## config.mk

```make
export PLATFORM = sky130hd
export DESIGN_NAME = excision_top
export DESIGN_NICKNAME = d
export VERILOG_FILES = /design/src/logic/excision_sample_pkg.sv /design/src/logic/excision_ctrl_pkg.sv /design/src/logic/magnitude_stage.sv /design/src/logic/threshold_estimator.sv /design/src/logic/threshold_compare.sv /design/src/logic/sample_align.sv /design/src/logic/blanking_stage.sv /design/src/logic/excision_top.sv
export SDC_FILE = /design/constraint.sdc
export NUM_CORES = 2
export LEC_CHECK = 0
export BUFFER_PORTS_ARGS = -buffer_cell sky130_fd_sc_hd__buf_2
export CORE_MARGIN = 1.5
export CORE_UTILIZATION = 45
export CTS_BUF_LIST = sky130_fd_sc_hd__clkbuf_4 sky130_fd_sc_hd__clkbuf_8 sky130_fd_sc_hd__clkbuf_16
export CTS_CLUSTER_DIAMETER = 60
export CTS_CLUSTER_SIZE = 40
export DETAILED_ROUTE_END_ITERATION = 16
export GPL_TIMING_DRIVEN = 0
export PLACE_DENSITY = 0.69
export RECOVER_POWER = 25
export SLEW_MARGIN = 20
export SYNTH_ARGS = -nofsm -noshare
export SYNTH_HDL_FRONTEND = slang
export SYNTH_SLANG_ARGS = --single-unit
```

## constraint.sdc

```tcl
create_clock -name clk -period 8.3 [get_ports clk]
set_input_delay 0.415 -clock clk [delete_from_list [all_inputs] [get_ports clk]]
set_output_delay 0.415 -clock clk [all_outputs]
set_load 0.01 [all_outputs]
```

## src/logic/excision_sample_pkg.sv

```systemverilog
`default_nettype none

package excision_sample_pkg;

  ////////////////////////////////////////////////////////////////////////////
  // lane block geometry
  ////////////////////////////////////////////////////////////////////////////

  localparam int LANES    = 8;
  // complex mode pairs even (I) and odd (Q) lanes
  localparam int PAIRS    = LANES / 2;
  localparam int SAMPLE_W = 16;
  localparam int MAG_W    = 16;

  typedef logic signed [SAMPLE_W-1:0] sample_t;
  typedef logic        [MAG_W-1:0]    mag_t;
  // one bit per lane, 1 keeps the lane
  typedef logic        [LANES-1:0]    keep_t;

  typedef struct packed {
    sample_t [LANES-1:0] lane;
  } sample_blk_t;

  // complex mode fills entries 0 to PAIRS-1, upper entries stay zero
  typedef struct packed {
    mag_t [LANES-1:0] lane;
  } mag_blk_t;

endpackage

`default_nettype wire

```

## src/logic/excision_ctrl_pkg.sv

```systemverilog
`default_nettype none

package excision_ctrl_pkg;

  // mode level, 1 reads the block as real samples
  localparam logic MODE_REAL = 1'b1;

  typedef struct packed {
    logic valid;
    logic last;
    logic mode;
  } ctrl_t;

  localparam int THR_W = 16;

  typedef logic [THR_W-1:0] thresh_t;

  ////////////////////////////////////////////////////////////////////////////
  // estimator constants
  ////////////////////////////////////////////////////////////////////////////

  // keeps every lane until the first frame closes
  localparam thresh_t THR_INIT    = '1;
  localparam int      THR_MULT    = 3;
  // log2 of 16 nominal blocks times 8 entries
  localparam int      FRAME_SHIFT = 7;
  localparam int      ACC_W       = 24;

endpackage

`default_nettype wire

```

## src/logic/magnitude_stage.sv

```systemverilog
`default_nettype none

module magnitude_stage
  import excision_sample_pkg::*;
  import excision_ctrl_pkg::*;
(
  input  wire         clk,
  input  wire         rst_n,
  input  ctrl_t       i_ctrl,
  input  sample_blk_t i_data,
  output ctrl_t       o_ctrl,
  output mag_blk_t    o_mag
);

  mag_t [LANES-1:0] lane_abs;
  mag_blk_t         mag_d;

  // larger component plus half the smaller, at most 49152
  function automatic mag_t cplx_mod(input mag_t a, input mag_t b);
    if (a >= b) begin
      return a + (b >> 1);
    end
    return b + (a >> 1);
  endfunction

  // negative full scale wraps to 0x8000, which is 32768 unsigned
  always_comb begin
    for (int i = 0; i < LANES; i++) begin
      if (i_data.lane[i][SAMPLE_W-1]) begin
        lane_abs[i] = mag_t'(-i_data.lane[i]);
      end else begin
        lane_abs[i] = mag_t'(i_data.lane[i]);
      end
    end
  end

  always_comb begin
    mag_d = '0;
    if (i_ctrl.mode == MODE_REAL) begin
      mag_d.lane = lane_abs;
    end else begin
      for (int p = 0; p < PAIRS; p++) begin
        mag_d.lane[p] = cplx_mod(lane_abs[2*p], lane_abs[2*p+1]);
      end
    end
  end

  always_ff @(posedge clk or negedge rst_n) begin
    if (!rst_n) begin
      o_ctrl <= '0;
    end else begin
      o_ctrl <= i_ctrl;
    end
  end

  // magnitudes only move with a valid block
  always_ff @(posedge clk) begin
    if (i_ctrl.valid) begin
      o_mag <= mag_d;
    end
  end

endmodule

`default_nettype wire

```

## src/logic/threshold_estimator.sv

```systemverilog
`default_nettype none

module threshold_estimator
  import excision_sample_pkg::*;
  import excision_ctrl_pkg::*;
(
  input  wire      clk,
  input  wire      rst_n,
  input  ctrl_t    i_ctrl,
  input  mag_blk_t i_mag,
  output thresh_t  o_thresh
);

  logic [ACC_W-1:0] acc_q;
  logic [ACC_W-1:0] blk_sum;
  logic [ACC_W-1:0] frame_sum;
  logic [ACC_W+1:0] scaled;
  logic [ACC_W+1:0] mean;
  thresh_t          thr_next;

  // complex entries count twice so both modes weigh eight per block
  always_comb begin
    blk_sum = '0;
    for (int i = 0; i < LANES; i++) begin
      blk_sum = blk_sum + ACC_W'(i_mag.lane[i]);
    end
    if (i_ctrl.mode != MODE_REAL) begin
      blk_sum = blk_sum << 1;
    end
  end

  // the closing block is part of its own frame sum
  assign frame_sum = acc_q + blk_sum;
  assign scaled    = (ACC_W+2)'(frame_sum) * (ACC_W+2)'(THR_MULT);
  assign mean      = scaled >> FRAME_SHIFT;

  // saturate to all ones on overflow
  assign thr_next = (|mean[ACC_W+1:THR_W]) ? '1 : thresh_t'(mean);

  always_ff @(posedge clk or negedge rst_n) begin
    if (!rst_n) begin
      acc_q    <= '0;
      o_thresh <= THR_INIT;
    end else if (i_ctrl.valid) begin
      if (i_ctrl.last) begin
        o_thresh <= thr_next;
        acc_q    <= '0;
      end else begin
        acc_q    <= frame_sum;
      end
    end
  end

endmodule

`default_nettype wire

```

## src/logic/threshold_compare.sv

```systemverilog
`default_nettype none

module threshold_compare
  import excision_sample_pkg::*;
  import excision_ctrl_pkg::*;
(
  input  wire      clk,
  input  wire      rst_n,
  input  ctrl_t    i_ctrl,
  input  mag_blk_t i_mag,
  input  thresh_t  i_thresh,
  output ctrl_t    o_ctrl,
  output keep_t    o_keep
);

  keep_t below;
  keep_t keep_d;

  // entry i at or under the threshold survives
  always_comb begin
    for (int i = 0; i < LANES; i++) begin
      below[i] = (i_mag.lane[i] <= i_thresh);
    end
  end

  // pair verdict covers both I and Q lanes
  always_comb begin
    keep_d = below;
    if (i_ctrl.mode != MODE_REAL) begin
      for (int p = 0; p < PAIRS; p++) begin
        keep_d[2*p]   = below[p];
        keep_d[2*p+1] = below[p];
      end
    end
  end

  always_ff @(posedge clk or negedge rst_n) begin
    if (!rst_n) begin
      o_ctrl <= '0;
    end else begin
      o_ctrl <= i_ctrl;
    end
  end

  always_ff @(posedge clk) begin
    if (i_ctrl.valid) begin
      o_keep <= keep_d;
    end
  end

endmodule

`default_nettype wire

```

## src/logic/sample_align.sv

```systemverilog
`default_nettype none

module sample_align
  import excision_sample_pkg::*;
#(
  parameter int DEPTH = 2
) (
  input  wire         clk,
  input  wire         rst_n,
  input  wire         i_valid,
  input  sample_blk_t i_data,
  output sample_blk_t o_data
);

  sample_blk_t stage_q [DEPTH];

  // head loads on valid, the rest shift every clock
  always_ff @(posedge clk or negedge rst_n) begin
    if (!rst_n) begin
      for (int i = 0; i < DEPTH; i++) begin
        stage_q[i] <= '0;
      end
    end else begin
      if (i_valid) begin
        stage_q[0] <= i_data;
      end
      for (int i = 1; i < DEPTH; i++) begin
        stage_q[i] <= stage_q[i-1];
      end
    end
  end

  assign o_data = stage_q[DEPTH-1];

endmodule

`default_nettype wire

```

## src/logic/blanking_stage.sv

```systemverilog
`default_nettype none

module blanking_stage
  import excision_sample_pkg::*;
  import excision_ctrl_pkg::*;
(
  input  wire         clk,
  input  wire         rst_n,
  input  ctrl_t       i_ctrl,
  input  keep_t       i_keep,
  input  sample_blk_t i_data,
  output logic        o_valid,
  output logic        o_last,
  output sample_blk_t o_data,
  output keep_t       o_keep
);

  sample_blk_t blanked;

  // flagged lanes forced to zero
  always_comb begin
    for (int i = 0; i < LANES; i++) begin
      blanked.lane[i] = i_keep[i] ? i_data.lane[i] : sample_t'(0);
    end
  end

  always_ff @(posedge clk or negedge rst_n) begin
    if (!rst_n) begin
      o_valid <= 1'b0;
      o_last  <= 1'b0;
      o_data  <= '0;
      o_keep  <= '0;
    end else begin
      o_valid <= i_ctrl.valid;
      // last only shows together with valid
      o_last  <= i_ctrl.valid & i_ctrl.last;
      if (i_ctrl.valid) begin
        o_data <= blanked;
        o_keep <= i_keep;
      end
    end
  end

endmodule

`default_nettype wire

```

## src/logic/excision_top.sv

```systemverilog
`default_nettype none

module excision_top
  import excision_sample_pkg::*;
  import excision_ctrl_pkg::*;
(
  input  wire         clk,
  input  wire         rst_n,
  input  ctrl_t       i_ctrl,
  input  sample_blk_t i_data,
  output logic        o_valid,
  output logic        o_last,
  output sample_blk_t o_data,
  output keep_t       o_keep,
  output thresh_t     o_thresh
);

  ////////////////////////////////////////////////////////////////////////////
  // stage wires
  ////////////////////////////////////////////////////////////////////////////

  ctrl_t       mag_ctrl;
  mag_blk_t    mag_blk;
  ctrl_t       cmp_ctrl;
  keep_t       cmp_keep;
  sample_blk_t data_dly;

  magnitude_stage u_magnitude (
    .clk    (clk),
    .rst_n  (rst_n),
    .i_ctrl (i_ctrl),
    .i_data (i_data),
    .o_ctrl (mag_ctrl),
    .o_mag  (mag_blk)
  );

  // threshold feeds compare and is also visible outside
  threshold_estimator u_estimator (
    .clk      (clk),
    .rst_n    (rst_n),
    .i_ctrl   (mag_ctrl),
    .i_mag    (mag_blk),
    .o_thresh (o_thresh)
  );

  threshold_compare u_compare (
    .clk      (clk),
    .rst_n    (rst_n),
    .i_ctrl   (mag_ctrl),
    .i_mag    (mag_blk),
    .i_thresh (o_thresh),
    .o_ctrl   (cmp_ctrl),
    .o_keep   (cmp_keep)
  );

  // raw samples ride beside magnitude and compare
  sample_align #(
    .DEPTH (2)
  ) u_align (
    .clk     (clk),
    .rst_n   (rst_n),
    .i_valid (i_ctrl.valid),
    .i_data  (i_data),
    .o_data  (data_dly)
  );

  blanking_stage u_blanking (
    .clk     (clk),
    .rst_n   (rst_n),
    .i_ctrl  (cmp_ctrl),
    .i_keep  (cmp_keep),
    .i_data  (data_dly),
    .o_valid (o_valid),
    .o_last  (o_last),
    .o_data  (o_data),
    .o_keep  (o_keep)
  );

endmodule

`default_nettype wire

```

# After elaboration in Yosys (flattened, before gate mapping)
# Cells that the tools add are included.
[totals]
out_inout_bits = 154
register_bits = 575
inputBits = 133
[classes]
n_mul = 1
magnitude_cmp = 12
mux = 37
n_bitwise = 1
n_addsub = 24
n_reduce_logical = 2
[ops]
columns = ["operator", "n"]
rows = [
  ["16-bit two-way mux", 25],
  ["24-bit by 16-bit adder with 24-bit output", 6],
  ["16-bit by 15-bit adder with 16-bit output", 8],
  ["16-bit less-or-equal comparator", 8],
  ["16-bit negation", 8],
  ["16-bit greater-or-equal comparator", 4],
  ["64-bit two-way mux", 1],
  ["24-bit two-way mux", 2],
  ["24-bit by 2-bit multiplier with 26-bit output (second input constant)", 1],
  ["24-bit adder", 1],
  ["16-bit by 16-bit adder with 17-bit output", 1],
  ["1-bit two-way mux", 8],
  ["8-bit two-way mux", 1],
  ["3-bit OR reduction", 1],
  ["2-bit AND reduction", 1],
  ["1-bit bitwise AND", 1],
]

# Longest topological paths before layout
[depth]
ltp_word = 12
ltp_mapped = 46

# By module
# From an unflattened synthesis, not the netlist that was laid out.
[hier_totals]
hier_cells = 4122
hier_area_um2 = 40644.0
[by_module_without_submodules]
columns = ["module", "seq_area_each_um2", "n_inst", "area_each_um2", "cells_per_inst"]
rows = [
  ["magnitude_stage", 3918.8, 1, 14833.0, 1705],
  ["sample_align", 6406.1, 1, 8986.1, 526],
  ["threshold_estimator", 1021.0, 1, 8031.5, 951],
  ["blanking_stage", 3453.3, 1, 5545.3, 576],
  ["threshold_compare", 315.3, 1, 3248.1, 364],
]

# Least setup slack after synthesis
# No wires, ideal clock.
[synth_path]
path_kind = "reg2reg"
start = "register u_magnitude.o_mag[0] in the netlist's numbering"
end = "register u_estimator.o_thresh[4]"
slack_ns = -0.850
path_stages_with_launch = 44
arrival_ns = 9.054
required_ns = 8.203
path_cell_list = "edfxtp_1 > ha_1 > inv_1 > fa_1 > nor2b_1 > o21ai_0 > a21boi_0 > o21ai_0 > a21boi_0 > o21ai_0 > nor2b_1 > xnor2_1 > fa_1 > inv_1 > fa_1 > fa_1 > fa_1 > inv_1 > (+8 left out) > a221oi_2 > nor2b_1 > nor2_1 > o21ai_0 > a21o_1 > a21o_1 > xnor2_1 > inv_1 > ha_1 > and2_1 > a221o_1 > a21oi_1 > a21boi_0 > a32oi_2 > o211ai_2 > o31ai_4 > buf_6 > a31oi_1"
[synth_between]
elab_chain_cells = 12
[synth_lines]
columns = ["element", "line", "text"]
rows = [
  ["start, declared", "magnitude_stage.sv:12", "output mag_blk_t o_mag"],
  ["start signal, assigned", "magnitude_stage.sv:59", "o_mag <= mag_d;"],
  ["16-bit by 16-bit adder with 17-bit output (*)", "threshold_estimator.sv:25", "blk_sum = blk_sum + ACC_W'(i_mag.lane[i]);"],
  ["24-bit by 16-bit adder with 24-bit output (*) (6 in series)", "threshold_estimator.sv:25", ""],
  ["24-bit two-way mux (*)", "threshold_estimator.sv:27", "if (i_ctrl.mode != MODE_REAL) begin"],
  ["24-bit adder (*)", "threshold_estimator.sv:33", "assign frame_sum = acc_q + blk_sum;"],
  ["24-bit by 2-bit multiplier with 26-bit output (*)", "threshold_estimator.sv:34", "assign scaled = (ACC_W+2)'(frame_sum) * (ACC_W+2)'(THR_MULT);"],
  ["3-bit OR reduction", "threshold_estimator.sv:38", "assign thr_next = (|mean[ACC_W+1:THR_W]) ? '1 : thresh_t'(mean);"],
  ["16-bit two-way mux (*)", "threshold_estimator.sv:38", ""],
  ["end signal, assigned", "threshold_estimator.sv:46", "o_thresh <= thr_next;"],
  ["end, declared", "threshold_estimator.sv:11", "output thresh_t o_thresh"],
]
# Every way passes the cells marked *; elsewhere a longest branch is shown, timed or not.
# A chain may end at the register's enable or synchronous reset.

# Final worst setup path
[layout_path]
start = "register u_magnitude.o_mag[16] in the netlist's numbering"
end = "register u_estimator.o_thresh[11]"
# The elaborated chain is that of the path after synthesis.

==> results.md <==
Timing:
- Once routing completed, OpenROAD measured the worst setup slack at -0.819 ns.
- Setup repair after global routing could not meet its margin everywhere.
- The post-route minimum period is 9.12 ns.
- The max-slew violation count is 213.
- The remaining max-slew budget at the tightest pin is -281%.
- Across the routed clock network, the largest skew measured is 0.0381 ns.
- The final period utilization is 110%.
- For the pin with the worst max-slew slack, the measured transition is 5.71 ns.
- Setup violations remaining at the end of the flow were counted as 16.
- The achievable frequency is 110 MHz.
- The total count of hold-check failures in the final report came to 0.

GRT:
- The number of antenna violations at the first check in global routing is 2.
- The total congestion overflow is 0.
- The via count of the first global-routing pass is 29.4k.
- The first global-routing pass estimated 172,000 µm of wire.
- Entering global routing, the biggest net connects 103 pins.
- The total track usage is 26.0%.

Die:
- The floorplan step defined a core boundary enclosing 83,800 µm².
- During I/O placement, the number of pins put on the boundary was 287.
- The x dimension of the die is 294 µm.
- After floorplanning, the core was divided into 106 placement rows.
- The floorplan step defined a die boundary enclosing 86,500 µm².
- The die height is 294 µm.
- The effective utilization at floorplan is 45.5%.

Setup path:
- For the worst setup path, the data required time is 8.82 ns.
- The worst register-to-register path has a setup slack of -0.82 ns.
- At the worst endpoint, the arrival time is 9.64 ns.
- Counting cells, the worst reg-to-reg path comes to 46.
- The nature of the critical path endpoint is a register.
- The worst register-to-register path ends at u_estimator.o_thresh[11]$_DFFE_PN1P_.
- The sort of element at the start of the critical path is a register.
- The critical path's largest stage delay is 0.57 ns.
- Of all nets on the critical path, the largest fanout is 5.
- The cell with the largest stage delay on the worst path is sky130_fd_sc_hd__fa_1.
- The worst setup path is of the register to register kind.
- The startpoint identified for the worst register-to-register timing path is u_magnitude.o_mag[16]$_DFFE_PP_.

Cells and area:
- The post-route netlist has 18.6% of its cells at a drive strength greater than 1.
- The utilization after layout is 53.1%.
- After filler insertion, the fill cell instance count of the layout stands at 7,587.
- Across the whole layout, storage elements account for 15,100 µm².
- The area growth from synthesis to layout is 16.6%.
- The final standard cell area without fillers is 44,500 µm².
- The net count of the finished layout is 4,784.
- The multi-input combinational cells in the finished layout cover a total of 21,900 µm².
- The post-layout instance count excluding filler cells is 5,350.

Synthesis:
- Synthesis produced 3,765 cells.
- The flop and latch count out of synthesis is 575.
- In the synthesized netlist the async set-or-reset flop fraction comes to 76.3%.
- The number of nets in the synthesized netlist is 4,386.
- The cell area that synthesis handed to floorplanning was 38,100 µm².
- The most frequently used flop master after synthesis is sky130_fd_sc_hd__dfrtp_1.
- The post-synthesis sequential area ratio is 39.6%.
- The synthesized area per cell is 10.1 µm².
- The number of warnings printed during yosys synthesis is 0.
- The count of distinct cell types in the synthesized netlist is 91.
- The number of synthesized flops with an enable pin is 136.

Drt:
- The number of design rule violations left after detail routing is 0.
- The routed design uses 52,800 µm of met2 wire.
- The met3 routed wirelength is 7430 µm.
- The initial detailed-routing violation count is 2,279.
- In this run the remaining antenna-violating nets after routing total 0.
- In the final routed layout, each cell accounts on average for 21.3 µm.
- The number of vias after detailed routing is 29.9k.
- The routed design has 114,000 µm of wire.
- The detailed router put a total of 49,500 µm of wire on met1.
- The mean number of vias per cell is 5.59.
- The number of iterations in the first detailed-routing pass is 6.
- The top routing layer in use is met5.

Clocking:
- TritonCTS created 56 clock buffers.
- The H-tree was split into 2 levels.
- The buffer levels on the longest clock path is 3.
- Clock tree synthesis selected as its root buffer the cell sky130_fd_sc_hd__clkbuf_16.
- After clock tree synthesis, the clock-pin slew on the worst setup and hold paths is 0.10 ns.
- The clock net in this run drives a total of 575 sinks.
- Clock latency on the worst-skew pair, taken at its later pin, is 0.65 ns.
- TritonCTS built the clock tree.

Worst hold path:
- Along the worst hold path, the cell count comes to 2.
- The type of the worst min-delay path is primary input to register.
- The path with the worst hold slack has its endpoint at u_align.stage_q[169]$_DFFE_PN0P_.
- The startpoint identified for the worst hold timing path is i_data[41].

Run status:
- The final reports fail on max-capacitance violations, max-slew violations, negative setup slack.
- The run finished, with violations left.

Placed design:
- After legalization and detailed placement, the total HPWL measured 87,500 µm.
- Once placement completed, the tool counted placed cells totaling 5,191.
- During placement, the flow inserted port buffers numbering 285.
- Routability-driven placement finished with a final weighted congestion of 0.980.
- After detailed placement, the total cell area comes to 41,500 µm².

Job:
- The number of violations of the max-capacitance limit is 3.
## critical path, delay by kind of cell (launching register included)
family / cells / cell delay [ns]
mux: 1 / 0.28
xor+xnor: 3 / 0.60
compound gates: 19 / 3.07
flops: 1 / 0.36
simple gates: 9 / 0.90
buf+inv: 5 / 0.42
fa+ha+maj: 9 / 3.39
## synthesized netlist by cell type, types with 11 or more instances
cell / instances / share of area, %
sky130_fd_sc_hd__nor2b_1: 51 / 0.84
sky130_fd_sc_hd__or4_1: 11 / 0.22
sky130_fd_sc_hd__nand2b_1: 32 / 0.52
sky130_fd_sc_hd__edfxtp_1: 136 / 11
sky130_fd_sc_hd__xnor2_1: 159 / 3.7
sky130_fd_sc_hd__a21o_1: 78 / 1.5
sky130_fd_sc_hd__and2_1: 37 / 0.61
sky130_fd_sc_hd__nand2_1: 160 / 1.6
sky130_fd_sc_hd__nor4_1: 12 / 0.20
sky130_fd_sc_hd__mux2_2: 153 / 4.5
sky130_fd_sc_hd__fa_1: 88 / 4.6
sky130_fd_sc_hd__o21ai_0: 265 / 3.5
sky130_fd_sc_hd__or3_1: 30 / 0.49
sky130_fd_sc_hd__clkbuf_1: 98 / 0.96
sky130_fd_sc_hd__a21oi_1: 161 / 2.1
sky130_fd_sc_hd__mux2i_1: 57 / 1.5
sky130_fd_sc_hd__o31ai_1: 34 / 0.67
sky130_fd_sc_hd__xor2_1: 102 / 2.3
sky130_fd_sc_hd__nand3_1: 163 / 2.1
sky130_fd_sc_hd__inv_1: 425 / 4.2
sky130_fd_sc_hd__ha_1: 400 / 13
sky130_fd_sc_hd__and3_1: 17 / 0.28
sky130_fd_sc_hd__nand3b_1: 12 / 0.24
sky130_fd_sc_hd__a211oi_1: 31 / 0.61
sky130_fd_sc_hd__nor3_1: 59 / 0.77
sky130_fd_sc_hd__dfstp_2: 16 / 1.1
sky130_fd_sc_hd__o41ai_1: 21 / 0.48
sky130_fd_sc_hd__o22ai_1: 12 / 0.20
sky130_fd_sc_hd__a31o_2: 12 / 0.28
sky130_fd_sc_hd__o21a_1: 86 / 1.7
sky130_fd_sc_hd__nor2_1: 211 / 2.1
sky130_fd_sc_hd__nand4_1: 37 / 0.61
sky130_fd_sc_hd__dfrtp_1: 423 / 28
sky130_fd_sc_hd__a31oi_1: 33 / 0.54
## how the worst max path moves through the flow
stage | end | slack [ns] | start
6_report | u_estimator.o_thresh[11]$_DFFE_PN1P_ | -0.82 | u_magnitude.o_mag[16]$_DFFE_PP_
2_1_floorplan | u_estimator.o_thresh[10]$_DFFE_PN1P_ | -0.18 | u_magnitude.o_mag[16]$_DFFE_PP_
3_5_place_dp | u_estimator.o_thresh[9]$_DFFE_PN1P_ | -1.32 | u_magnitude.o_mag[17]$_DFFE_PP_
3_3_place_gp | u_blanking.o_data[109]$_DFFE_PN0P_ | -2.18 | rst_n
5_1_grt | u_estimator.o_thresh[8]$_DFFE_PN1P_ | -1.17 | u_magnitude.o_mag[16]$_DFFE_PP_
4_1_cts | u_estimator.o_thresh[13]$_DFFE_PN1P_ | -0.78 | u_magnitude.o_mag[17]$_DFFE_PP_
## layout make-up
type	instances	share of cell area [%]
repair buffers	341	4.46
well taps	1134	3.19
inverters	426	3.60
clock buffers	69	3.53
plain buffers	111	1.02
multi-input cells	2652	49.2
flip-flops and latches	575	33.9
clock inverters	36	1.07
diodes	6	0.0338
## sequential cells by signal, indices dropped and copies added (netlist names), 2 cells and up
| register | cells |
|---|---|
| u_blanking.o_keep | 8 |
| u_compare.o_ctrl | 2 |
| u_estimator.acc_q | 24 |
| u_estimator.o_thresh | 16 |
| u_align.o_data | 128 |
| u_magnitude.o_ctrl | 3 |
| u_blanking.o_data | 128 |
| u_align.stage_q | 128 |
| u_compare.o_keep | 8 |
| u_magnitude.o_mag | 128 |
## cell usage in the layout, fill, tap and decap left out, types with 12 or more instances in the layout
master and n:
sky130_fd_sc_hd__inv_2 15, sky130_fd_sc_hd__nand2_1 157, sky130_fd_sc_hd__xnor2_1 148, sky130_fd_sc_hd__a211oi_1 29, sky130_fd_sc_hd__ha_4 22, sky130_fd_sc_hd__a31oi_1 23
sky130_fd_sc_hd__ha_1 372, sky130_fd_sc_hd__nor2_1 207, sky130_fd_sc_hd__nand3_1 160, sky130_fd_sc_hd__edfxtp_1 136, sky130_fd_sc_hd__clkbuf_16 58, sky130_fd_sc_hd__buf_2 285
sky130_fd_sc_hd__nor3_1 57, sky130_fd_sc_hd__nand2b_1 32, sky130_fd_sc_hd__a21oi_1 150, sky130_fd_sc_hd__xor2_1 101, sky130_fd_sc_hd__fa_1 87, sky130_fd_sc_hd__dfstp_2 16
sky130_fd_sc_hd__and3_1 16, sky130_fd_sc_hd__o31ai_1 33, sky130_fd_sc_hd__o21a_1 85, sky130_fd_sc_hd__o21ai_0 250, sky130_fd_sc_hd__buf_4 44, sky130_fd_sc_hd__mux2i_1 57
sky130_fd_sc_hd__a21o_1 77, sky130_fd_sc_hd__inv_1 411, sky130_fd_sc_hd__clkbuf_1 96, sky130_fd_sc_hd__nor2b_1 49, sky130_fd_sc_hd__nand4_1 37, sky130_fd_sc_hd__dfrtp_1 423
sky130_fd_sc_hd__or3_1 30, sky130_fd_sc_hd__mux2_2 149, sky130_fd_sc_hd__o41ai_1 20, sky130_fd_sc_hd__and2_1 36, sky130_fd_sc_hd__nand3b_1 12
## cell families (layout without fill, tap and decap cells)
group | Yosys count | after routing | share of synthesized area, %
AND/OR/NAND/NOR | 860 | 860 | 11.3
AO/OA/AOI/OAI | 832 | 832 | 14.0
flip-flops | 575 | 575 | 39.6
buffers and inverters | 538 | 983 | 5.33
adder cells (fa/ha/maj) | 488 | 488 | 17.7
XOR/XNOR | 262 | 262 | 6.04
multiplexers | 210 | 210 | 6.01
other | 0 | 6 | 0
## metal layers
| metal | vias up | global-route usage [%] |
|---|---|---|
| met2 | 970 | 42.0 |
| met3 | 211 | 4.29 |
| met1 | 14700 | 34.8 |
| li1 | 14100 | - |
| met4 | 2 | 9.81 |
| met5 | - | 0 |
## what timing repair did
item	in CTS	in global routing
endpoints found under the setup margin	16	19
hold endpoints to repair	80	0
cloned	1	0
gates resized for setup	58	61
buffers inserted	28	17
pin swaps	64	97
hold buffers	3	0
## stage by stage
| stage | TNS, ns | worst slack [ns] | hold WS, ns |
|---|---|---|---|
| after floorplan | -2.08 | -0.178 | 0.119 |
| after global placement | -877.22 | -2.18 | 0.353 |
| after detailed placement | -19.78 | -1.32 | 0.356 |
| after CTS | -12.04 | -0.779 | 0.000242 |
| after global routing | -18.45 | -1.17 | 0.0268 |
| final | -12.82 | -0.819 | 0.0337 |
Power is not shown: default switching activity piles up to over one toggle a cycle in this logic, so the estimate is an artifact.
